===== src/logic/pipe_ctrl_pkg.sv =====
package pipe_ctrl_pkg;

  typedef enum logic [3:0] {
    ALU_ADD = 4'd0,
    ALU_SUB = 4'd1,
    ALU_AND = 4'd2,
    ALU_OR  = 4'd3,
    ALU_SLT = 4'd4,
    ALU_SLL = 4'd5,
    ALU_LUI = 4'd6
  } alu_op_t;

  // where an ex operand comes from
  typedef enum logic [1:0] {
    FWD_NONE = 2'd0,
    FWD_MEM  = 2'd1,
    FWD_WB   = 2'd2
  } fwd_sel_t;

endpackage


===== src/logic/mips_isa_pkg.sv =====
package mips_isa_pkg;

  // register format, also carries the 26 bit jump target in its low bits
  typedef struct packed {
    logic [5:0] opcode;
    logic [4:0] rs;
    logic [4:0] rt;
    logic [4:0] rd;
    logic [4:0] shamt;
    logic [5:0] funct;
  } r_fmt_t;

  typedef struct packed {
    logic [5:0]  opcode;
    logic [4:0]  rs;
    logic [4:0]  rt;
    logic [15:0] imm16;
  } i_fmt_t;

  typedef union packed {
    r_fmt_t r;
    i_fmt_t i;
  } instr_t;

  localparam logic [5:0] OP_RTYPE = 6'h00;
  localparam logic [5:0] OP_J     = 6'h02;
  localparam logic [5:0] OP_BEQ   = 6'h04;
  localparam logic [5:0] OP_BNE   = 6'h05;
  localparam logic [5:0] OP_ADDIU = 6'h09;
  localparam logic [5:0] OP_ANDI  = 6'h0c;
  localparam logic [5:0] OP_ORI   = 6'h0d;
  localparam logic [5:0] OP_LUI   = 6'h0f;
  localparam logic [5:0] OP_LW    = 6'h23;
  localparam logic [5:0] OP_SW    = 6'h2b;
  localparam logic [5:0] OP_HALT  = 6'h3f; // not a real mips opcode

  localparam logic [5:0] FN_SLL  = 6'h00;
  localparam logic [5:0] FN_ADDU = 6'h21;
  localparam logic [5:0] FN_SUBU = 6'h23;
  localparam logic [5:0] FN_AND  = 6'h24;
  localparam logic [5:0] FN_OR   = 6'h25;
  localparam logic [5:0] FN_SLT  = 6'h2a;

endpackage

===== src/logic/hazard_unit.sv =====
module hazard_unit (
  input  mips_isa_pkg::instr_t    i_instruction,
  input  logic [4:0]              i_rs_ex,
  input  logic [4:0]              i_rt_ex,
  input  logic                    i_mem_read_ex,
  input  logic                    i_reg_write_ex,
  input  logic [4:0]              i_write_reg_ex,
  input  logic [4:0]              i_write_reg_mem,
  input  logic                    i_reg_write_mem,
  input  logic                    i_mem_read_mem,
  input  logic [4:0]              i_write_reg_wb,
  input  logic                    i_reg_write_wb,
  output pipe_ctrl_pkg::fwd_sel_t o_fwd_rs,
  output pipe_ctrl_pkg::fwd_sel_t o_fwd_rt,
  output logic                    o_stall
);

  logic [4:0] rs_id, rt_id;
  logic is_branch, ex_hit, mem_hit, load_use;

  // youngest producer wins
  function automatic pipe_ctrl_pkg::fwd_sel_t fwd(input logic [4:0] src);
    if (src == 5'd0) return pipe_ctrl_pkg::FWD_NONE;
    if (i_reg_write_mem && i_write_reg_mem == src) return pipe_ctrl_pkg::FWD_MEM;
    if (i_reg_write_wb && i_write_reg_wb == src) return pipe_ctrl_pkg::FWD_WB;
    return pipe_ctrl_pkg::FWD_NONE;
  endfunction

  always_comb begin
    o_fwd_rs = fwd(i_rs_ex);
    o_fwd_rt = fwd(i_rt_ex);
  end

  assign rs_id     = i_instruction.r.rs;
  assign rt_id     = i_instruction.r.rt;
  assign is_branch = (i_instruction.i.opcode == mips_isa_pkg::OP_BEQ) ||
                     (i_instruction.i.opcode == mips_isa_pkg::OP_BNE);

  assign load_use = i_mem_read_ex && i_write_reg_ex != 5'd0 &&
                    (i_write_reg_ex == rs_id || i_write_reg_ex == rt_id);
  // branch compares in ID, so any writer short of WB has to drain first
  assign ex_hit  = i_reg_write_ex && i_write_reg_ex != 5'd0 &&
                   (i_write_reg_ex == rs_id || i_write_reg_ex == rt_id);
  assign mem_hit = (i_reg_write_mem || i_mem_read_mem) && i_write_reg_mem != 5'd0 &&
                   (i_write_reg_mem == rs_id || i_write_reg_mem == rt_id);

  assign o_stall = load_use || (is_branch && (ex_hit || mem_hit));

endmodule


===== config.mk =====
export PLATFORM = sky130hd
export DESIGN_NAME = hazard_unit
export DESIGN_NICKNAME = d
export VERILOG_FILES = /design/src/logic/pipe_ctrl_pkg.sv /design/src/logic/mips_isa_pkg.sv /design/src/logic/hazard_unit.sv
export SDC_FILE = /design/constraint.sdc
export NUM_CORES = 1
export LEC_CHECK = 0
export BUFFER_PORTS_ARGS = -buffer_cell sky130_fd_sc_hd__buf_2
export CORE_UTILIZATION = 24
export DETAILED_ROUTE_END_ITERATION = 10
export SYNTH_ARGS = -nofsm -noshare
export SYNTH_HDL_FRONTEND = slang
export SYNTH_SLANG_ARGS = --single-unit
export TNS_END_PERCENT = 10

===== constraint.sdc =====
create_clock -name vclk -period 1.3
set_input_delay 0.065 -clock vclk [all_inputs]
set_output_delay 0.065 -clock vclk [all_outputs]
set_load 0.005 [all_outputs]

Word-level counts from Yosys, hierarchy flattened. Cells that the tools add are included.

Add/subtract/negate cells: 0. Multipliers: 0. Divide/modulo/power cells: 0. Magnitude comparators: 0. Eq/ne operators: 10. Shift operators: 0. Mux-type cells: 24. Bitwise operators: 0. Reduce and logical (&&, ||, !) cells: 21.

Operators by type and width (count): $eq A5 B5 Y1 (8); $mux W2 (12); $eq A6 B3 Y1 const B (2); $mux W1 (12); $logic_and A1 B1 Y1 (11); $logic_not A5 Y1 (2); $reduce_bool A5 Y1 (2); $logic_or A1 B1 Y1 (6).

Flip-flop bits (word level): 0. Latch bits: 0. Memory bits (writable): 0. ROM bits: 0. Bits of input ports: 62. Output and inout port bits: 5. Word-level logic and storage cells: 55. Memories: 0.

Logic depth before layout (Yosys ltp).
Depth in word-level cells: 9. Depth in mapped cells: 5. Mapped depth without buffers: 4.

Worst setup path before layout. OpenSTA, ideal clock, no wires.

Path type: input-to-output. Start: in i_write_reg_mem[4]. End: out o_stall. Data arrival time: 0.935 ns. Data required time: 1.235 ns. Slack: 0.300 ns. Stages: 5. Path buffers: 1. Cells stage by stage: buf_2 > xor2_1 > nor3_1 > a22oi_1 > o32ai_1.

Longest elaborated chain between the ends: 6. Elaborated cells on any way between the ends: 9. Classes of those cells: 2 x eq/ne; 7 x reduce/logical.

Ends and longest elaborated chain: start: declaration (RTL line hazard_unit.sv:8) `input logic [4:0] i_write_reg_mem,`; $eq A5 B5 Y1 / $reduce_bool A5 Y1 (equally long branches) (RTL line hazard_unit.sv:45, hazard_unit.sv:44); $logic_or A1 B1 Y1 / $logic_and A1 B1 Y1 (equally long branches) (RTL line hazard_unit.sv:45, hazard_unit.sv:44); $logic_and A1 B1 Y1 (*) (RTL line hazard_unit.sv:44) `assign mem_hit = (i_reg_write_mem || i_mem_read_mem) && i_write_reg_mem != 5'd0 &&`; $logic_or A1 B1 Y1 (*) (RTL line hazard_unit.sv:47) `assign o_stall = load_use || (is_branch && (ex_hit || mem_hit));`; $logic_and A1 B1 Y1 (*) (RTL line hazard_unit.sv:47); $logic_or A1 B1 Y1 (*) (RTL line hazard_unit.sv:47); end: declaration (RTL line hazard_unit.sv:15) `output logic o_stall`.

Every way passes the cells marked *; elsewhere a longest branch is shown, timed or not.

Final worst setup path.
Start: in i_rt_ex[2]. End: out o_fwd_rt[1].

Longest elaborated chain between the ends: 8. Elaborated cells on any way between the ends: 16. Classes of those cells: 2 x eq/ne; 11 x mux; 3 x reduce/logical.

Ends and longest elaborated chain: start: declaration (RTL line hazard_unit.sv:4) `input logic [4:0] i_rt_ex,`; $eq A5 B5 Y1 (RTL line hazard_unit.sv:25) `if (i_reg_write_wb && i_write_reg_wb == src) return pipe_ctrl_pkg::FWD_WB;`; $logic_and A1 B1 Y1 (RTL line hazard_unit.sv:25); $mux W1 (2 in series) (RTL line hazard_unit.sv:25); $mux W1 (RTL line hazard_unit.sv:24) `if (i_reg_write_mem && i_write_reg_mem == src) return pipe_ctrl_pkg::FWD_MEM;`; $mux W2 (RTL line hazard_unit.sv:26) `return pipe_ctrl_pkg::FWD_NONE;`; $mux W2 (RTL line hazard_unit.sv:25); $mux W2 (*) (RTL line hazard_unit.sv:24); end: declaration (RTL line hazard_unit.sv:14) `output pipe_ctrl_pkg::fwd_sel_t o_fwd_rt,`.

Every way passes the cells marked *; elsewhere a longest branch is shown, timed or not. The select of a mux whose other input is x is not followed.

==> reports/results.ini <==
[finish]
drive_above_1_share = 0.409
n_sequential_cell = 0
instances_no_fill = 155
syn2layout_area_growth_pct = 43.9
nClkBuffers = 0
diodes = 0
stdcell_area_um2 = 853
nNetsFinal = 191
fillers = 247
final_core_util = 0.375
regArea_um2 = 0

[timing]
max_slew_margin = 0.799
holdWs_ps = 458
fmax_mhz = 794
worst_slew_pin_slew_ps = 298
setup_viol = 0
fin_crit_ps = 1260
setup_slack_ps = 40.9
period_share = 0.969
final.setup.tns_ps = 0
slew_viol_final = 0
rsz0062_at_grt = false
hold_viol = 0

[synth]
netlist_top_cells_area = xor2_1 (46%), xnor2_1 (12%), nor2_1 (5.1%), buf_2 (4.2%), nor3_1 (4.2%)
syn-num-nets = 144
synth_area_leader_cell = xor2_1
synth_top_cell_area_share = 0.458
ys_warn_count = 0
yosysMostFrequentCell = xor2_1
syn_area_um2 = 593
ys_seq_area_frac = 0
avgSynthCellArea_um2 = 7.23
synth_commonest_cells = xor2_1 (31), nor2_1 (8), xnor2_1 (8), buf_2 (5), nor3_1 (5)
postSynthCellCount = 82
synth_cell_type_count = 21

[routing]
drtAntennaViolNets = 0
drc = 0
vias = 730
firstDrtPassIters = 3
drtIter0Drc = 3
routed_wl_um = 1760
post_drt_wl_per_cell_um = 11.3
via_per_inst = 4.71

[power]
p_comb_frac = 1.000
p_leak_nw = 0.412
powerDensity_nw_per_um2 = 289
power_switching_mw = 0.122
vdd_drop_max_uv = 95.8
p_sw_frac = 0.494
seq_power_share = 0
p_clk_frac = 0
internal_power_mw = 0.125
p_total_mw = 0.246

[worst_setup_path]
critical_path.cell_chain = buf_2 -> or4_4 -> nor2_4 -> nor2_1 -> and4_1 -> buf_2
worst-path-buf-inv = 2
crit_arrival_ps = 1190
cp_top_family = simple AND/OR/NAND/NOR gates
slowest_delay_ps = 540
end_kind = primary output
critPathLaunchType = input pin
path_class = input pin to primary output
critPathLaunch = i_rt_ex[2]
crit_required_ps = 1240
cp_common_cell = buf_2
crit_slowest_cell = or4_4
cp_max_fo = 3

[clocking]
cts_hold_buf = 0
post_cts_buffers = 0
ctsResizeCount = 0

[die]
boundaryPins = 67
row_count = 17
fp.dieW_um = 51.7
die-area_um2 = 2670
initial_core_util = 0.261
coreArea_um2 = 2280
chipHeight_um = 51.7

[global_routing]
grt_remaining_overflow = 0
grt_usage = 0.124
antenna_found_initial = 0
grt_pass1_wl_um = 2640
grt_max_degree = 6
grt_pass1_vias = 667

[placed_design]
place_area_um2 = 853
dp_cells = 155
portBuffers = 50
dp_hpwl_um = 1620
pre_cts_slack_ps = 39.4
globalplace.congestion = 0.748

[status]
run_status = complete, no violations

[min_path]
hp-class = input pin to primary output
worstHoldStart = i_reg_write_wb

[run]
drv_cap = 0

[routing by layer]
layer,track usage,vias up,routed length [um]
li1,-,373,-
met1,0.146,333,730
met2,0.238,24,909
met3,0.0175,0,119
met4,0.0180,0,0
met5,0,-,0
[final cells by class]
type	count	area [um^2]	share of cell area
multi-input combinational	77	568	0.666
tap	28	35.0	0.0411
timing repair buffer	50	250	0.293
[power groups by stage]
| stage | Combinational [mW] | Sequential (mW) | Clock [mW] |
|---|---|---|---|
| 5_1_grt | 0.274 | 0 | 0 |
| 2_1_floorplan | 0.131 | 0 | 0 |
| 3_3_place_gp | 0.242 | 0 | 0 |
| 6_report | 0.246 | 0 | 0 |
| 4_1_cts | 0.250 | 0 | 0 |
| 3_5_place_dp | 0.248 | 0 | 0 |
[placed cells by master, fill, tap and decap left out]
cell type and count:
or4_1 3, nor4_1 4, xor2_1 31, o32ai_1 1, nand3_1 2, buf_2 50, o22ai_1 1, and4_1 1
xnor2_1 8, or4_4 1, a22oi_1 2, nor2_1 8, and3_1 1, nor3_1 5, o21ai_1 1, nand2_1 2
a211oi_1 1, nand4_1 1, o21a_1 1, nand2b_1 2, nor2_4 1
[final timing paths]
kind / to / slack (ps) / cells after the start
worst max-delay path: o_fwd_rt[1] / 40 / 6
worst min-delay path: o_fwd_rs[1] / 460 / 4
[cell families (layout without fill, tap and decap cells)]
family,Yosys count,count (layout),share of synthesized area
buffers and inverters,5,50,0.0422
AOI/OAI and AO/OA,7,7,0.0844
xor gates and xnor gates,39,39,0.576
and+or+nand+nor,31,31,0.297
No activity file was read; power rests on OpenSTA's default activity.
