<file path="src/logic/pipe_ctrl_pkg.sv">
package pipe_ctrl_pkg;

  typedef enum logic [3:0] {
    ALU_ADD = 4'd0,
    ALU_SUB = 4'd1,
    ALU_AND = 4'd2,
    ALU_OR  = 4'd3,
    ALU_SLT = 4'd4,
    ALU_SLL = 4'd5,
    ALU_LUI = 4'd6
  } alu_op_t;

  // where an ex operand comes from
  typedef enum logic [1:0] {
    FWD_NONE = 2'd0,
    FWD_MEM  = 2'd1,
    FWD_WB   = 2'd2
  } fwd_sel_t;

endpackage

</file>
<file path="src/logic/instruction_execute.sv">
module instruction_execute (
  input  logic                    i_clk,
  input  logic                    i_reset,
  input  logic                    i_halt,
  input  logic [31:0]             i_ra,
  input  logic [31:0]             i_rb,
  input  logic [4:0]              i_rs,
  input  logic [4:0]              i_rt,
  input  logic [4:0]              i_rd,
  input  logic [4:0]              i_shamt,
  input  logic [31:0]             i_imm,
  input  pipe_ctrl_pkg::alu_op_t  i_alu_op,
  input  logic                    i_alu_src,
  input  logic                    i_reg_dst,
  input  logic                    i_mem_read,
  input  logic                    i_mem_write,
  input  logic                    i_reg_write,
  input  logic                    i_mem_to_reg,
  input  logic                    i_is_halt,
  input  pipe_ctrl_pkg::fwd_sel_t i_fwd_rs,
  input  pipe_ctrl_pkg::fwd_sel_t i_fwd_rt,
  input  logic [31:0]             i_mem_alu_result,
  input  logic [31:0]             i_wb_data,
  output logic [31:0]             o_alu_result,
  output logic [31:0]             o_store_data,
  output logic [4:0]              o_write_reg,
  output logic [4:0]              o_write_reg_ex,
  output logic                    o_reg_write,
  output logic                    o_mem_read,
  output logic                    o_mem_write,
  output logic                    o_mem_to_reg,
  output logic                    o_is_halt
);

  logic [31:0] a, b_reg, b, alu_y;

  always_comb begin
    case (i_fwd_rs)
      pipe_ctrl_pkg::FWD_MEM: a = i_mem_alu_result;
      pipe_ctrl_pkg::FWD_WB:  a = i_wb_data;
      default:                a = i_ra;
    endcase
    case (i_fwd_rt)
      pipe_ctrl_pkg::FWD_MEM: b_reg = i_mem_alu_result;
      pipe_ctrl_pkg::FWD_WB:  b_reg = i_wb_data;
      default:                b_reg = i_rb;
    endcase
  end

  assign b = i_alu_src ? i_imm : b_reg;

  always_comb begin
    case (i_alu_op)
      pipe_ctrl_pkg::ALU_SUB: alu_y = a - b;
      pipe_ctrl_pkg::ALU_AND: alu_y = a & b;
      pipe_ctrl_pkg::ALU_OR:  alu_y = a | b;
      pipe_ctrl_pkg::ALU_SLT: alu_y = {31'd0, $signed(a) < $signed(b)};
      pipe_ctrl_pkg::ALU_SLL: alu_y = b << i_shamt; // shifts rt
      pipe_ctrl_pkg::ALU_LUI: alu_y = {b[15:0], 16'h0};
      default:                alu_y = a + b;
    endcase
  end

  assign o_write_reg_ex = i_reg_dst ? i_rd : i_rt; // also seen by the hazard unit

  always_ff @(posedge i_clk) begin
    if (!i_halt) begin
      o_alu_result <= alu_y;
      o_store_data <= b_reg;
      o_write_reg  <= o_write_reg_ex;
    end
  end

  always_ff @(posedge i_clk) begin
    if (i_reset) begin
      {o_reg_write, o_mem_read, o_mem_write, o_mem_to_reg, o_is_halt} <= '0;
    end else if (!i_halt) begin
      o_reg_write  <= i_reg_write;
      o_mem_read   <= i_mem_read;
      o_mem_write  <= i_mem_write;
      o_mem_to_reg <= i_mem_to_reg;
      o_is_halt    <= i_is_halt;
    end
  end

endmodule

</file>
<file path="config.mk">
export PLATFORM = sky130hd
export DESIGN_NAME = instruction_execute
export DESIGN_NICKNAME = d
export VERILOG_FILES = /design/src/logic/pipe_ctrl_pkg.sv /design/src/logic/instruction_execute.sv
export SDC_FILE = /design/constraint.sdc
export NUM_CORES = 1
export LEC_CHECK = 0
export ABC_CLOCK_PERIOD_IN_PS = 8300
export BUFFER_PORTS_ARGS = -buffer_cell sky130_fd_sc_hd__buf_2
export CORE_ASPECT_RATIO = 0.75
export CORE_MARGIN = 10
export CORE_UTILIZATION = 40
export CTS_CLUSTER_DIAMETER = 150
export CTS_CLUSTER_SIZE = 14
export DETAILED_ROUTE_END_ITERATION = 12
export PLACE_DENSITY = 0.6
export SLEW_MARGIN = 0
export SYNTH_ARGS = -nofsm -noshare
export SYNTH_HDL_FRONTEND = slang
export SYNTH_SLANG_ARGS = --single-unit
</file>
<file path="constraint.sdc">
create_clock -name i_clk -period 8.3 [get_ports i_clk]
set_input_delay 0.415 -clock i_clk [delete_from_list [all_inputs] [get_ports i_clk]]
set_output_delay 0.415 -clock i_clk [all_outputs]
set_load 0.02 [all_outputs]
</file>
# Word level (Yosys, flattened, before mapping)
# Cells that the tools add are included.
[totals]
input_bits = 198
register_bits = 74
word_cells = 29
[op_classes]
n_addsub = 2
magnitude_cmp = 1
n_eq_ne = 10
mux = 5
shifts = 1
n_bitwise = 2
[ops]
columns = ["operator", "n"]
rows = [
  ["one-hot mux 32 bit (6 select lines)", 1],
  ["one-hot mux 32 bit (2 select lines)", 2],
  ["adder 32 bit", 1],
  ["AND 32 bit", 1],
  ["less-than comparator 32 bit", 1],
  ["two-way mux 32 bit", 1],
  ["OR 32 bit", 1],
  ["left shift 32 x 5 -> 32 bit", 1],
  ["subtractor 32 bit", 1],
  ["== test 4 x 3 -> 1 bit (second input constant)", 3],
  ["== test 4 x 2 -> 1 bit (second input constant)", 2],
  ["two-way mux 5 bit", 1],
  ["== test 2 x 1 -> 1 bit (second input constant)", 2],
  ["== test 2 bit (second input constant)", 2],
  ["== test 4 x 1 -> 1 bit (second input constant)", 1],
]

# Longest topological paths before layout
[depth]
word_depth = 5
mapped_depth = 20

# Worst setup path before layout
# OpenSTA, ideal clock, no wires.
[synth_path]
kind = "input to register"
from = "input i_fwd_rt[0]"
to = "register o_alu_result[26] (data pin)"
arrival_ns = 4.161
cell_stages = 17
setup_slack_ns = 3.868
path_cell_list = "inv_1 > ha_1 > buf_6 > buf_2 > nor2b_1 > o31ai_1 > ha_1 > fa_1 > nor2b_1 > o31ai_1 > a211oi_1 > nor3b_2 > a21oi_2 > a211oi_2 > o31ai_1 > and3_1 > or4_1"
[synth_between]
elab_chain_cells = 5
[synth_rtl]
columns = ["item", "line_no", "source"]
rows = [
  ["from (decl)", "instruction_execute.sv:21", "input pipe_ctrl_pkg::fwd_sel_t i_fwd_rt,"],
  ["== test 2 bit or == test 2 x 1 -> 1 bit (tied branches)", "instruction_execute.sv:43", "case (i_fwd_rt)"],
  ["one-hot mux 32 bit (2 select lines) (*)", "instruction_execute.sv:43", ""],
  ["two-way mux 32 bit (*)", "instruction_execute.sv:50", "assign b = i_alu_src ? i_imm : b_reg;"],
  ["adder 32 bit (tied with other cells)", "instruction_execute.sv:60", "default: alu_y = a + b;"],
  ["one-hot mux 32 bit (6 select lines) (*)", "instruction_execute.sv:53", "case (i_alu_op)"],
  ["via alu_y[26]", "instruction_execute.sv:35", "logic [31:0] a, b_reg, b, alu_y;"],
  ["to (signal assigned)", "instruction_execute.sv:68", "o_alu_result <= alu_y;"],
  ["to (decl)", "instruction_execute.sv:24", "output logic [31:0] o_alu_result,"],
]
# The timed path passes the listed nets; every way through them passes the cells marked *.
# A chain may end at the register's enable or synchronous reset.

# Worst setup path after layout
[layout_path]
from = "input i_fwd_rt[0]"
to = "register o_alu_result[26] (data pin)"
[layout_between]
elab_chain_cells = 5
[layout_rtl]
columns = ["item", "line_no"]
rows = [
  ["== test 2 bit or == test 2 x 1 -> 1 bit (tied branches)", "instruction_execute.sv:43"],
  ["one-hot mux 32 bit (2 select lines) (*)", "instruction_execute.sv:43"],
  ["via b_reg[1]", "instruction_execute.sv:35"],
  ["two-way mux 32 bit (*)", "instruction_execute.sv:50"],
  ["adder 32 bit (tied with other cells)", "instruction_execute.sv:60"],
  ["one-hot mux 32 bit (6 select lines) (*)", "instruction_execute.sv:53"],
  ["via alu_y[26]", "instruction_execute.sv:35"],
]
# Marks and branches as above.

==> results.md <==
- R2R Path End: o_reg_write$_SDFFE_PP0N_
- # setup viols final: 0
- Switching share of power: a little under half
- Final ANT Viol Nets: 0
- Dpl hpwl: between 40000 and 50000 um
- P_sw: between 1 and 1.5 mW
- Clock skew: 0 ns
- Commonest non-fill, non-tap cell in the layout: buf_2
- Syn nets: 1758
- Share of the clock period used by the worst path: 65.9%
- Filler cells: 2886
- DR vias/cell: 6.21
- IO buf count: between 200 and 300
- Initial core utilization: between 40% and 50%
- Post-synthesis register bit count: 74
- Dpl ws: roughly 2.6 ns
- Int Power: roughly 1.2 mW
- Routability cong.: between 0.9 and 1
- Vias in the first global route: roughly 12k
- Post-CTS Setup Bufs: 0
- Most frequent cells in the layout: buf_2 (271), nor2_1 (124), nand2_1 (115)
- Die Wd: ~220 um
- Hold endpoint: o_mem_write$_SDFFE_PP0N_
- GRT overflow: 0
- DRT Pass-1 Iters: 7
- Initial antenna violation count: 3
- Main flop type after synthesis: edfxtp_1
- Final Hold Vio Count: 0
- Die area: approximately 36000 sq um
- Max cap viols: 0
- Flop pwr share: between 20% and 30%
- First-pass GRT wire length: 75800 um
- Hold_ws: between 0.2 and 0.3 ns
- Clock tree buffer depth: 2
- Startpoint Class: input port
- Synth top area share: ~18%
- Leading area contributor after synthesis: edfxtp_1
- Die extent in y: between 150 and 200 um
- Clock transition at the registers of the reported paths: about 0.070 ns
- RSZ-0062 raised after global routing: no
- Synthesized area: about 12000 sq um
- Power per Cell Area: between 150 and 200 nW/um^2
- Maximum number of pins on one net before global-route repair: 71
- Clock Sink Count: between 70 and 80
- Critical path data arrival time: ~5.6 ns
- Netlist cell types: just over 90
- Worst Hold Depth: 3
- Combinational share of power: between 50 and 60%
- # DRC: 0
- I/O pins: about 280
- Dpl cells: slightly above 2k
- Worst-Skew Late Latency: 0.36 ns
- Cts hold-fix bufs: 0
- Average size of a mapped cell: 7.98 sq um
- Share of power burned in the clock network: 19.3%
- H-tree depth: 3
- Reg2Reg Depth: 2
- Hold path start: i_mem_write
- Cells after Synth: between 1k and 1.5k
- Slew HR: roughly 22%
- Worst reg2reg startpoint: o_reg_write$_SDFFE_PP0N_
- Placed cell area: roughly 13000 sq um
- Fin area: roughly 13000 sq um
- Fin cells: 2041
- Setup WS post-layout: approximately 2.8 ns
- Crit path kind: input port to register
- Final nets: roughly 2.0k
- Max Fclk: roughly 0.18 GHz
- Share of layout cells above drive strength 1: 24.2%
- Worst-Margin Slew: between 1 and 1.5 ns
- CTS Buf Count: 9
- Root Buffer: clkbuf_16
- Row count: between 50 and 60
- Setup_tns: 0 ns
- Synth Warn #: 0
- Run status: finished clean
- Async set-or-reset flop fraction in the synthesized netlist: 0%
- Reg2reg setup slack: between 7 and 8 ns
- Static Leak: 5.88 nW
- Initial DRC Count: approximately 1.5k
- Sequential share of the synthesized area: 18.7%
- Area Overhead vs Synth: 14.9%
- Total routed wirelength: about 51000 um
- CTS tree: built
- Post-DR wirelength/cell: 25.1 um
- # resized after CTS: 0
- CP required: ~8.4 ns
- Hold crit path type: input port to register
- VDD IR max: roughly 0.1 mV
- Synth area leaders: edfxtp_1 (18%), ha_1 (11%), mux2i_1 (5.0%), a21oi_1 (4.4%), o21ai_0 (4.4%)
- CP Max Fanout: 41
- GRT Util Overall: between 20% and 30%
- Core box area: 28300 sq um
- Max-slew violation count: 0
- Worst setup EP type: register
- Minimum clock period: ~5.5 ns
- Number of flops mapped to enable cells by yosys: slightly below 70
- Vias post-DR: 12.7k
-- power by group through the flow --
stage | clock network, mW | logic, mW | registers, mW
after floorplan | 0 | 0.781 | 0.580
after global placement | 0 | 1.23 | 0.505
after detailed placement | 0 | 1.23 | 0.506
after CTS | 0.428 | 1.24 | 0.499
after global routing | 0.444 | 1.37 | 0.504
final | 0.421 | 1.26 | 0.499
-- layer usage --
metal | share of wire (%) | vias up | GRT usage (%)
li1 | - | 5878 | -
met1 | 44 | 6110 | 36.2
met2 | 45 | 628 | 42.2
met3 | 9.0 | 61 | 6.01
met4 | 2.6 | 2 | 7.40
met5 | 0.025 | - | 0
-- per-stage QoR --
| step | total power [mW] | util (%) |
|---|---|---|
| final | 2.18 | 47.2 |
| after floorplan | 1.36 | - |
| after detailed placement | 1.74 | 46.1 |
| after global routing | 2.32 | 47.2 |
| after CTS | 2.17 | 47.2 |
| after global placement | 1.73 | 46.1 |
-- worst max-delay path by stage --
stage	startpoint	end	slack [ns]	cells past startpoint
final	i_fwd_rt[0]	o_alu_result[26]$_DFFE_PN_	2.83	18
after global placement	i_fwd_rt[0]	o_alu_result[26]$_DFFE_PN_	2.58	17
after global routing	i_fwd_rt[0]	o_alu_result[26]$_DFFE_PN_	2.58	17
after floorplan	i_fwd_rt[0]	o_alu_result[26]$_DFFE_PN_	3.87	17
after CTS	i_fwd_rt[0]	o_alu_result[26]$_DFFE_PN_	2.94	17
after detailed placement	i_fwd_rt[0]	o_alu_result[26]$_DFFE_PN_	2.58	17
-- critical path, cell delays in order --
cell	delay, ns
buf_2	0.09
inv_1	0.04
ha_2	0.79
buf_4	0.42
inv_2	0.21
mux2_2	0.31
mux2i_1	0.13
inv_1	0.31
fa_1	0.28
nor2b_1	0.08
o31ai_1	0.42
a211oi_1	0.24
nor3b_2	0.36
a21oi_2	0.16
a211oi_2	0.48
o31ai_1	0.13
and3_1	0.19
or4_1	0.47
-- cells in the mapped netlist, types with 15 or more instances --
library cell and number:
nor2_1 124, nand2_1 115, inv_1 106, a21oi_1 103, o21ai_0 103, ha_1 100, edfxtp_1 69, clkbuf_1 58
mux2i_1 58, a22oi_1 44, nor3_1 38, nand2b_1 28, nor2b_1 27, a21o_1 26, a221oi_1 26, buf_2 23
mux2_2 22, o221ai_1 21, a211oi_1 20, nand3_1 19, mux4_2 18, o31ai_1 18, o32ai_1 16, a221o_1 15
-- logic make-up after synthesis --
kind of cell / count (synthesis) / synth area share, %
muxes: 100 / 10.9
buffers and inverters: 224 / 8.54
AOI/OAI and AO/OA: 528 / 32.7
xor gates and xnor gates: 10 / 0.753
and+or+nand+nor: 420 / 17.3
DFF: 74 / 18.7
adders and majority gates: 102 / 11.1
-- area by class of cell --
cell class	instances	area (sq um)	area share, %
multi-input cells	1160	8470	63.4
flip-flops and latches	74	2170	16.3
repair buffers	291	1510	11.3
well taps	385	482	3.61
inverters	114	428	3.20
clock buffers	9	225	1.69
clock inverters	7	67.6	0.506
diodes	1	2.50	0.0187
Note: power is estimated with default switching activity, not from simulation.
