[src/logic/pipe_ctrl_pkg.sv]
package pipe_ctrl_pkg;

  typedef enum logic [3:0] {
    ALU_ADD = 4'd0,
    ALU_SUB = 4'd1,
    ALU_AND = 4'd2,
    ALU_OR  = 4'd3,
    ALU_SLT = 4'd4,
    ALU_SLL = 4'd5,
    ALU_LUI = 4'd6
  } alu_op_t;

  // where an ex operand comes from
  typedef enum logic [1:0] {
    FWD_NONE = 2'd0,
    FWD_MEM  = 2'd1,
    FWD_WB   = 2'd2
  } fwd_sel_t;

endpackage

[src/logic/mips_isa_pkg.sv]
package mips_isa_pkg;

  // register format, also carries the 26 bit jump target in its low bits
  typedef struct packed {
    logic [5:0] opcode;
    logic [4:0] rs;
    logic [4:0] rt;
    logic [4:0] rd;
    logic [4:0] shamt;
    logic [5:0] funct;
  } r_fmt_t;

  typedef struct packed {
    logic [5:0]  opcode;
    logic [4:0]  rs;
    logic [4:0]  rt;
    logic [15:0] imm16;
  } i_fmt_t;

  typedef union packed {
    r_fmt_t r;
    i_fmt_t i;
  } instr_t;

  localparam logic [5:0] OP_RTYPE = 6'h00;
  localparam logic [5:0] OP_J     = 6'h02;
  localparam logic [5:0] OP_BEQ   = 6'h04;
  localparam logic [5:0] OP_BNE   = 6'h05;
  localparam logic [5:0] OP_ADDIU = 6'h09;
  localparam logic [5:0] OP_ANDI  = 6'h0c;
  localparam logic [5:0] OP_ORI   = 6'h0d;
  localparam logic [5:0] OP_LUI   = 6'h0f;
  localparam logic [5:0] OP_LW    = 6'h23;
  localparam logic [5:0] OP_SW    = 6'h2b;
  localparam logic [5:0] OP_HALT  = 6'h3f; // not a real mips opcode

  localparam logic [5:0] FN_SLL  = 6'h00;
  localparam logic [5:0] FN_ADDU = 6'h21;
  localparam logic [5:0] FN_SUBU = 6'h23;
  localparam logic [5:0] FN_AND  = 6'h24;
  localparam logic [5:0] FN_OR   = 6'h25;
  localparam logic [5:0] FN_SLT  = 6'h2a;

endpackage
[src/logic/instruction_decode.sv]
module instruction_decode (
  input  logic                   i_clk,
  input  logic                   i_reset,
  input  logic                   i_halt,
  input  logic                   i_stall,
  input  mips_isa_pkg::instr_t   i_instruction,
  input  logic [31:0]            i_pc4,
  input  logic                   i_write_enable_wb,
  input  logic [4:0]             i_register_wb,
  input  logic [31:0]            i_data_wb,
  input  logic [4:0]             i_r_addr,
  output logic [31:0]            o_r_data,
  output logic [31:0]            o_ra,
  output logic [31:0]            o_rb,
  output logic [4:0]             o_rs,
  output logic [4:0]             o_rt,
  output logic [4:0]             o_rd,
  output logic [4:0]             o_shamt,
  output logic [31:0]            o_imm,
  output pipe_ctrl_pkg::alu_op_t o_alu_op,
  output logic                   o_alu_src,
  output logic                   o_reg_dst,
  output logic                   o_mem_read,
  output logic                   o_mem_write,
  output logic                   o_reg_write,
  output logic                   o_mem_to_reg,
  output logic                   o_is_halt,
  output logic                   o_jump,
  output logic [31:0]            o_jump_addr,
  output logic                   o_stop
);

  logic [31:0] regs [32];
  logic        wb_we;
  logic [31:0] ra, rb, imm, br_target;
  pipe_ctrl_pkg::alu_op_t alu_op;
  logic alu_src, reg_dst, mem_read, mem_write, reg_write, mem_to_reg, is_halt;
  logic is_beq, is_bne, is_j, zero_ext;

  assign wb_we = i_write_enable_wb && !i_halt && (i_register_wb != 5'd0);

  always_ff @(posedge i_clk) begin
    if (wb_we) regs[i_register_wb] <= i_data_wb;
  end

  // write first, r0 reads zero
  function automatic logic [31:0] rf_read(input logic [4:0] addr);
    if (addr == 5'd0) return '0;
    if (wb_we && addr == i_register_wb) return i_data_wb;
    return regs[addr];
  endfunction

  always_comb begin
    ra       = rf_read(i_instruction.r.rs);
    rb       = rf_read(i_instruction.r.rt);
    o_r_data = rf_read(i_r_addr); // debug port
  end

  always_comb begin
    alu_op     = pipe_ctrl_pkg::ALU_ADD;
    {alu_src, reg_dst, mem_read, mem_write, reg_write, mem_to_reg} = '0;
    {is_halt, is_beq, is_bne, is_j, zero_ext} = '0;
    case (i_instruction.i.opcode)
      mips_isa_pkg::OP_RTYPE: begin
        reg_dst   = 1'b1;
        reg_write = 1'b1;
        case (i_instruction.r.funct)
          mips_isa_pkg::FN_ADDU: alu_op = pipe_ctrl_pkg::ALU_ADD;
          mips_isa_pkg::FN_SUBU: alu_op = pipe_ctrl_pkg::ALU_SUB;
          mips_isa_pkg::FN_AND:  alu_op = pipe_ctrl_pkg::ALU_AND;
          mips_isa_pkg::FN_OR:   alu_op = pipe_ctrl_pkg::ALU_OR;
          mips_isa_pkg::FN_SLT:  alu_op = pipe_ctrl_pkg::ALU_SLT;
          mips_isa_pkg::FN_SLL:  alu_op = pipe_ctrl_pkg::ALU_SLL;
          default:               reg_write = 1'b0; // unknown funct does nothing
        endcase
      end
      mips_isa_pkg::OP_ADDIU: {alu_src, reg_write} = 2'b11;
      mips_isa_pkg::OP_ANDI: begin
        {alu_src, reg_write, zero_ext} = 3'b111;
        alu_op = pipe_ctrl_pkg::ALU_AND;
      end
      mips_isa_pkg::OP_ORI: begin
        {alu_src, reg_write, zero_ext} = 3'b111;
        alu_op = pipe_ctrl_pkg::ALU_OR;
      end
      mips_isa_pkg::OP_LUI: begin
        {alu_src, reg_write, zero_ext} = 3'b111;
        alu_op = pipe_ctrl_pkg::ALU_LUI;
      end
      mips_isa_pkg::OP_LW:   {alu_src, mem_read, reg_write, mem_to_reg} = 4'b1111;
      mips_isa_pkg::OP_SW:   {alu_src, mem_write} = 2'b11;
      mips_isa_pkg::OP_BEQ:  is_beq = 1'b1;
      mips_isa_pkg::OP_BNE:  is_bne = 1'b1;
      mips_isa_pkg::OP_J:    is_j = 1'b1;
      mips_isa_pkg::OP_HALT: is_halt = 1'b1;
      default: ;
    endcase
  end

  assign imm = zero_ext ? {16'h0, i_instruction.i.imm16}
                        : {{16{i_instruction.i.imm16[15]}}, i_instruction.i.imm16};
  assign br_target = i_pc4 + {imm[29:0], 2'b00};

  // no branch decision while its operands are still in flight
  assign o_jump = !i_stall && (is_j || (is_beq && ra == rb) || (is_bne && ra != rb));
  assign o_jump_addr = is_j ? {i_pc4[31:28], i_instruction.r[25:0], 2'b00} : br_target;
  assign o_stop = is_halt;

  // ID/EX payload
  always_ff @(posedge i_clk) begin
    if (!i_halt) begin
      o_ra      <= ra;
      o_rb      <= rb;
      o_rs      <= i_instruction.r.rs;
      o_rt      <= i_instruction.r.rt;
      o_rd      <= i_instruction.r.rd;
      o_shamt   <= i_instruction.r.shamt;
      o_imm     <= imm;
      o_alu_op  <= alu_op;
      o_alu_src <= alu_src;
      o_reg_dst <= reg_dst;
    end
  end

  always_ff @(posedge i_clk) begin
    if (i_reset) begin
      {o_mem_read, o_mem_write, o_reg_write, o_mem_to_reg, o_is_halt} <= '0;
    end else if (!i_halt) begin
      if (i_stall) begin
        {o_mem_read, o_mem_write, o_reg_write, o_mem_to_reg, o_is_halt} <= '0; // bubble
      end else begin
        o_mem_read   <= mem_read;
        o_mem_write  <= mem_write;
        o_reg_write  <= reg_write;
        o_mem_to_reg <= mem_to_reg;
        o_is_halt    <= is_halt;
      end
    end
  end

endmodule

[config.mk]
export PLATFORM = sky130hd
export DESIGN_NAME = instruction_decode
export DESIGN_NICKNAME = d
export VERILOG_FILES = /design/src/logic/pipe_ctrl_pkg.sv /design/src/logic/mips_isa_pkg.sv /design/src/logic/instruction_decode.sv
export SDC_FILE = /design/constraint.sdc
export NUM_CORES = 2
export LEC_CHECK = 0
export CAP_MARGIN = 25
export CORE_AREA = 2 2 407 288
export DETAILED_ROUTE_END_ITERATION = 6
export DIE_AREA = 0 0 409 290
export DONT_BUFFER_PORTS = 1
export PLACE_DENSITY = 0.7
export REMOVE_ABC_BUFFERS = 1
export SLEW_MARGIN = 5
export SYNTH_ARGS = -nofsm -noshare
export SYNTH_HDL_FRONTEND = slang
export SYNTH_SLANG_ARGS = --single-unit
export TNS_END_PERCENT = 20
[constraint.sdc]
create_clock -name i_clk -period 7.8 [get_ports i_clk]
set_clock_uncertainty 0.15 [all_clocks]
set_input_delay 1.95 -clock i_clk [delete_from_list [all_inputs] [get_ports i_clk]]
set_output_delay 1.95 -clock i_clk [all_outputs]
set_load 0.1 [all_outputs]
* Yosys cells after proc, flatten, opt, wreduce, memory -nomap -nowiden
Memories as Yosys holds them, arrays and structs flattened.
Index checks and enable logic that the tools add are counted.
** Storage, ports and cells
- Bits in registers :: 125
- Bits in latches :: 0
- RAM bits :: 1024
- Bits in read-only memories :: 0
- Output and inout bits :: 193
- Memories :: 1
** Operators by class
- Add/sub/neg operators :: 1
- Multiply operators :: 0
- Divide/modulo/power cells :: 0
- Order comparisons :: 0
- Equal/unequal tests :: 20
- Shift operators :: 0
- Mux-type cells :: 42
- Bitwise logic cells :: 0
- Reduce and logical (&&, ||, !) cells :: 22
** Memories
- regs :: depth 32, width 32, rd ports 3, clocked after Yosys merged registers in 0, wr ports 1, RTL line instruction_decode.sv:33 : logic [31:0] regs [32];
** Operators with widths (count)
- two-way mux 32 bit :: 13
- == test 6 bit, second input constant :: 8
- adder 32 bit :: 1
- == test 32 bit :: 1
- inequality test 32 bit :: 1
- two-way mux 30 bit :: 1
- two-way mux 1 bit :: 25
- == test 6 x 4 -> 1 bit, second input constant :: 4
- == test 5 bit :: 3
- logical NOT 5 bit :: 3
- case mux 3 bit (5 select lines) :: 1
- == test 6 x 3 -> 1 bit, second input constant :: 2
- logical NOT 6 bit :: 2
- case mux 3 bit (4 select lines) :: 1
- OR reduction 6 bit :: 2
- logical AND 1 bit :: 8
- == test 6 x 2 -> 1 bit, second input constant :: 1
- nonzero test 5 bit :: 1
- OR reduction 5 bit :: 1
- OR reduction 3 bit :: 1
- logical NOT 1 bit :: 2
- logical OR 1 bit :: 2
- case mux 1 bit (2 select lines) :: 1

* Logic depth before layout (Yosys ltp)
- Word-level depth :: 13
- Depth in mapped cells :: 18

* Worst setup path after synthesis
OpenSTA, ideal clock, no wires.
- Kind :: input to output
- Start point :: input i_instruction[31] in the netlist's numbering
- End point :: output o_jump_addr[29]
- Arrival time :: 6.886 ns
- Data required time :: 5.700 ns
- Slack :: -1.186 ns
- Cell stages on the path :: 16
- Cell sequence :: nor2_1 -> o2111ai_1 -> and2_1 -> clkbuf_1 -> ha_1 -> a21oi_1 -> nor2b_1 -> o21ai_0 -> nand2b_1 -> a211o_1 -> a21oi_1 -> nor3_1 -> o32a_1 -> a41oi_1 -> nand2_1 -> o21ai_0
** Between the ends
- Longest elaborated chain between the ends :: 6
** RTL lines
- start, declared :: RTL line instruction_decode.sv:6 : input mips_isa_pkg::instr_t i_instruction,
- == test 6 x 4 -> 1 bit :: RTL line instruction_decode.sv:63 : case (i_instruction.i.opcode)
- OR reduction 3 bit (no line) (*)
- two-way mux 1 bit (*) :: RTL line instruction_decode.sv:63
- two-way mux 30 bit (*) :: RTL line instruction_decode.sv:100 : assign imm = zero_ext ? {16'h0, i_instruction.i.imm16}
- via imm[16] :: RTL line instruction_decode.sv:35 : logic [31:0] ra, rb, imm, br_target;
- adder 32 bit (*) :: RTL line instruction_decode.sv:102 : assign br_target = i_pc4 + {imm[29:0], 2'b00};
- two-way mux 32 bit (*) :: RTL line instruction_decode.sv:106 : assign o_jump_addr = is_j ? {i_pc4[31:28], i_instruction.r[25:0], 2'b00} : br_target;
- end, declared :: RTL line instruction_decode.sv:29 : output logic [31:0] o_jump_addr,
Mark *: on every way through the listed nets, which the timed path passes. The rest lies on a longest branch.

* Final worst setup path
- Start point :: input i_instruction[17] in the netlist's numbering
- End point :: output o_jump
** Between the ends
- Longest elaborated chain between the ends :: 11
** RTL lines
- branches (longest 5 deep; another with memory (32 x 32 bit))
- two-way mux 32 bit (*) :: RTL line instruction_decode.sv:49 : if (wb_we && addr == i_register_wb) return i_data_wb;
- via rb[18] :: RTL line instruction_decode.sv:35
- == test 32 bit :: RTL line instruction_decode.sv:105 : assign o_jump = !i_stall && (is_j || (is_beq && ra == rb) || (is_bne && ra != rb));
- logical AND 1 bit :: RTL line instruction_decode.sv:105
- logical OR 1 bit :: RTL line instruction_decode.sv:105
- logical OR 1 bit (*) :: RTL line instruction_decode.sv:105
- logical AND 1 bit (*) :: RTL line instruction_decode.sv:105
- end, declared :: RTL line instruction_decode.sv:28 : output logic o_jump,
Mark *: on every way through the listed nets, which the timed path passes. The select of a mux whose other input is x is not followed.

==> results.cfg <==
[routing]
vias = 41720
via_per_inst = 7.754
wire_per_inst_um = 39.84
drtAntennaViolNets = 0
firstDrtPassIters = 7
dr.first_iter.drc_count = 7627
route.final.wire_length_um = 214300
route.detailed.drc = 0

[logic_synthesis]
synthSimpleGateAreaFrac_pct = 3.542
synth_edf_count = 1121
avgSynthCellArea_um2 = 17.06
syn_area_um2 = 62560
synth.ff_latch_count = 1125
syn-instance-count = 3668
yosysWarnings = 0
synth-adder-area-share_pct = 0.6280
synthArstFlopShare_pct = 0
synth.distinct_cells = 86
synth_xor_area_share_pct = 1.048
synth_top_family_by_area = multiplexers
synth-seq-area-share_pct = 53.94
synthFlopType = edfxtp_1
synth.area.mux_share_pct = 31.23
synth_compound_area_share_pct = 6.350

[floorplanning]
start_util_pct = 54.69
rows = 104
die_w_um = 409
die_y_um = 290
num_io_pins = 304
core_um2 = 114400
dieArea_um2 = 118600

[job]
drv_cap = 0

[layout]
drive_above_1_share_pct = 33.73
regMostFlops = regs
nets = 3887
reg.largest.list = regs: 1024 flops, o_ra: 32 flops, o_rb: 32 flops
largest_reg_flops = 1024
synthToLayoutAreaGrowth_pct = 11.75
final_util_pct = 61.12
fillers = 8133

[timing]
slew_viol_final = 155
fin_crit_ns = 8.331
setup_viol = 1
finalSetupTns_ns = -0.5306
hold_viol = 0
fmax_ghz = 0.1200
fin_ws_ns = -0.5306
tightest_slew_ns = 1.630
slew_headroom_pct = -8.658
period_share_pct = 106.8
rsz0062_at_grt = yes

[worst_setup_path]
critPathCaptureType = primary output
path_max_fanout = 284
critPathKind = in -> out
reg2reg_slack_ns = 5.29
cp_data_arrival_time_ns = 6.23
crit_required_ns = 5.70
r2r-end = o_ra[11]
worstSetupStartpoint = i_instruction[17]
reg2regPathDepth = 6
startpoint_type = primary input
worstReg2RegStart = regs[21][11]

[power_and_ir_drop]
leakage_uw = 0.02291
power.density_nw_per_um2 = 210.0
ir_worst_vdd_v = 0.0002035

[clock_network]
htree_levels = 3
path_clk_slew_ns = 0.06
cts_root_buffer = clkbuf_16
cts.path.max_buffers = 3
cts_sinks = 1125
numCtsBuffers = 110
cts_tree = yes
clk_latency_ns = 0.75

[global_routing]
grt_pass1_vias = 39400
antenna_found_initial = 7
grt_max_degree = 285
grt_usage_pct = 35.87
grt_first_pass_wirelength_um = 302300
grt_remaining_overflow = 0

[run_status]
status = complete, but fails checks
violations = slew limit, setup timing

[place]
hpwl_um = 126700
gp_congestion = 0.9138
numPortBuffers = 0

[worst_hold_path]
holdPathStages = 3
hp-class = reg -> reg
hold_path_end = o_rb[15]
min_from = regs[6][15]
-- worst max-delay path, cell delays in order --
cell and delay [ns]:
and2_1 0.67, buf_4 0.21, a221oi_1 0.39, nor3_1 0.10, nor4_1 0.30, a311o_1 0.26, xnor2_1 0.14, buf_4 0.17
nand4b_1 0.19, buf_6 0.19, nor4_4 0.24, and4_4 0.27, o21ai_4 0.08, a21oi_2 0.23, buf_12 0.20
-- cell usage after synthesis, types with 12 or more instances --
master    instances  area [um2]
mux2i_1         332        3323
nand2_1         105       394.1
mux4_2          705       15880
a21o_1           12       90.09
edfxtp_1       1121       33660
buf_6            30       337.8
xnor2_1          44       385.4
a41oi_1          16       140.1
a31oi_1          22       137.6
or3_1            20       125.1
xor2_1           29       254.0
nor2_1          137       514.2
clkbuf_1        118       442.9
o21ai_0          69       345.3
nor2b_1          36       225.2
nor4_1           16       100.1
a211oi_1         59       442.9
a21oi_1          87       435.4
o22ai_1          37       231.5
and2_1           12       75.07
buf_1            48       180.2
a221oi_1         43       376.6
a22oi_1         103       773.2
ha_1             29       362.9
buf_4            64       480.5
a22o_1           15       131.4
buf_2            69       345.3
nor3_1           19       95.09
nand3_1          40       200.2
nand2b_1         15       93.84
inv_1            28       105.1
-- layout by cell type (no fill, tap or decap), drive strengths merged, types with 18 or more instances in the layout --
master | synthesis | layout
mux4 | 714 | 714
nor2b | 36 | 36
a22oi | 103 | 103
nand3 | 41 | 41
clkbuf | 118 | 135
or3 | 21 | 21
o22ai | 37 | 37
buf | 218 | 269
a21oi | 87 | 87
o21ai | 80 | 80
inv | 29 | 34
mux2i | 332 | 332
clkinv | 3 | 54
a211oi | 59 | 59
nor4 | 18 | 18
nor2 | 139 | 139
conb | 1 | 33
ha | 29 | 29
a31oi | 22 | 22
edfxtp | 1121 | 1121
a221oi | 43 | 43
nand2 | 105 | 105
nor3 | 19 | 19
xnor2 | 45 | 45
xor2 | 29 | 29
-- per-layer routing --
metal  vias up  GRT usage, %  wire length (um)  part of all wire [%]
met5         -        0.4411               100                 0.047
met4         6         13.71              9577                   4.5
met3       560         14.00             36050                    17
met2      3859         50.46             92370                    43
met1     21470         50.66             76230                    36
li1      15830             -                 -                     -
-- repair_timing --
| action | CTS | global route |
|---|---|---|
| resized for setup | 0 | 36 |
| endpoints found under the setup margin | 0 | 2 |
| hold buffers | 0 | 0 |
| hold endpoints to repair | 0 | 0 |
| buffers inserted | 0 | 1 |
-- cell type report --
type | instances | area, um2 | area share [%]
Antenna cell | 7 | 17.52 | 0.02506
Sequential cell | 1125 | 33740 | 48.27
Timing Repair Buffer | 270 | 2748 | 3.930
Clock buffer | 134 | 2907 | 4.158
Tap cell | 1537 | 1923 | 2.751
Clock inverter | 68 | 578.1 | 0.8269
Inverter | 32 | 127.6 | 0.1826
Multi-Input combinational cell | 2207 | 27870 | 39.86
-- worst max path at each step --
| stage | end | depth (start not counted) |
|---|---|---|
| floorplan | o_imm[16] | 0 |
| global placement | o_jump | 12 |
| detailed placement | o_jump | 14 |
| finish | o_jump | 15 |
| global route | o_jump | 15 |
| CTS | o_jump | 14 |
-- cell families after synthesis --
group / count (synthesis)
DFF: 1125
xor gates and xnor gates: 74
AOI/OAI and AO/OA: 563
other: 1
buffers and inverters: 368
muxes: 1055
adders and majority gates: 31
and+or+nand+nor: 451
-- per-stage QoR --
stage,total power (uW),worst slack (ns),hold WS (ns),cells,cell area [um2]
final,14680,-0.5306,0.8767,5380,69910
after global routing,14960,-0.2024,0.9193,5374,69890
after CTS,14610,0.03853,0.8623,5365,69570
after detailed placement,9367,0.05514,0.8544,5163,66090
after global placement,9348,0.07199,0.8260,5154,65880
after floorplan,8697,-3.076,0.6831,3364,60760
-- power breakdown --
group | total [uW] | switching [uW] | internal (uW)
Clock | 5340 | 2380 | 2960
Combinational | 2190 | 1270 | 923
Sequential | 7150 | 383 | 6770
(Power assumes the default switching activity.)
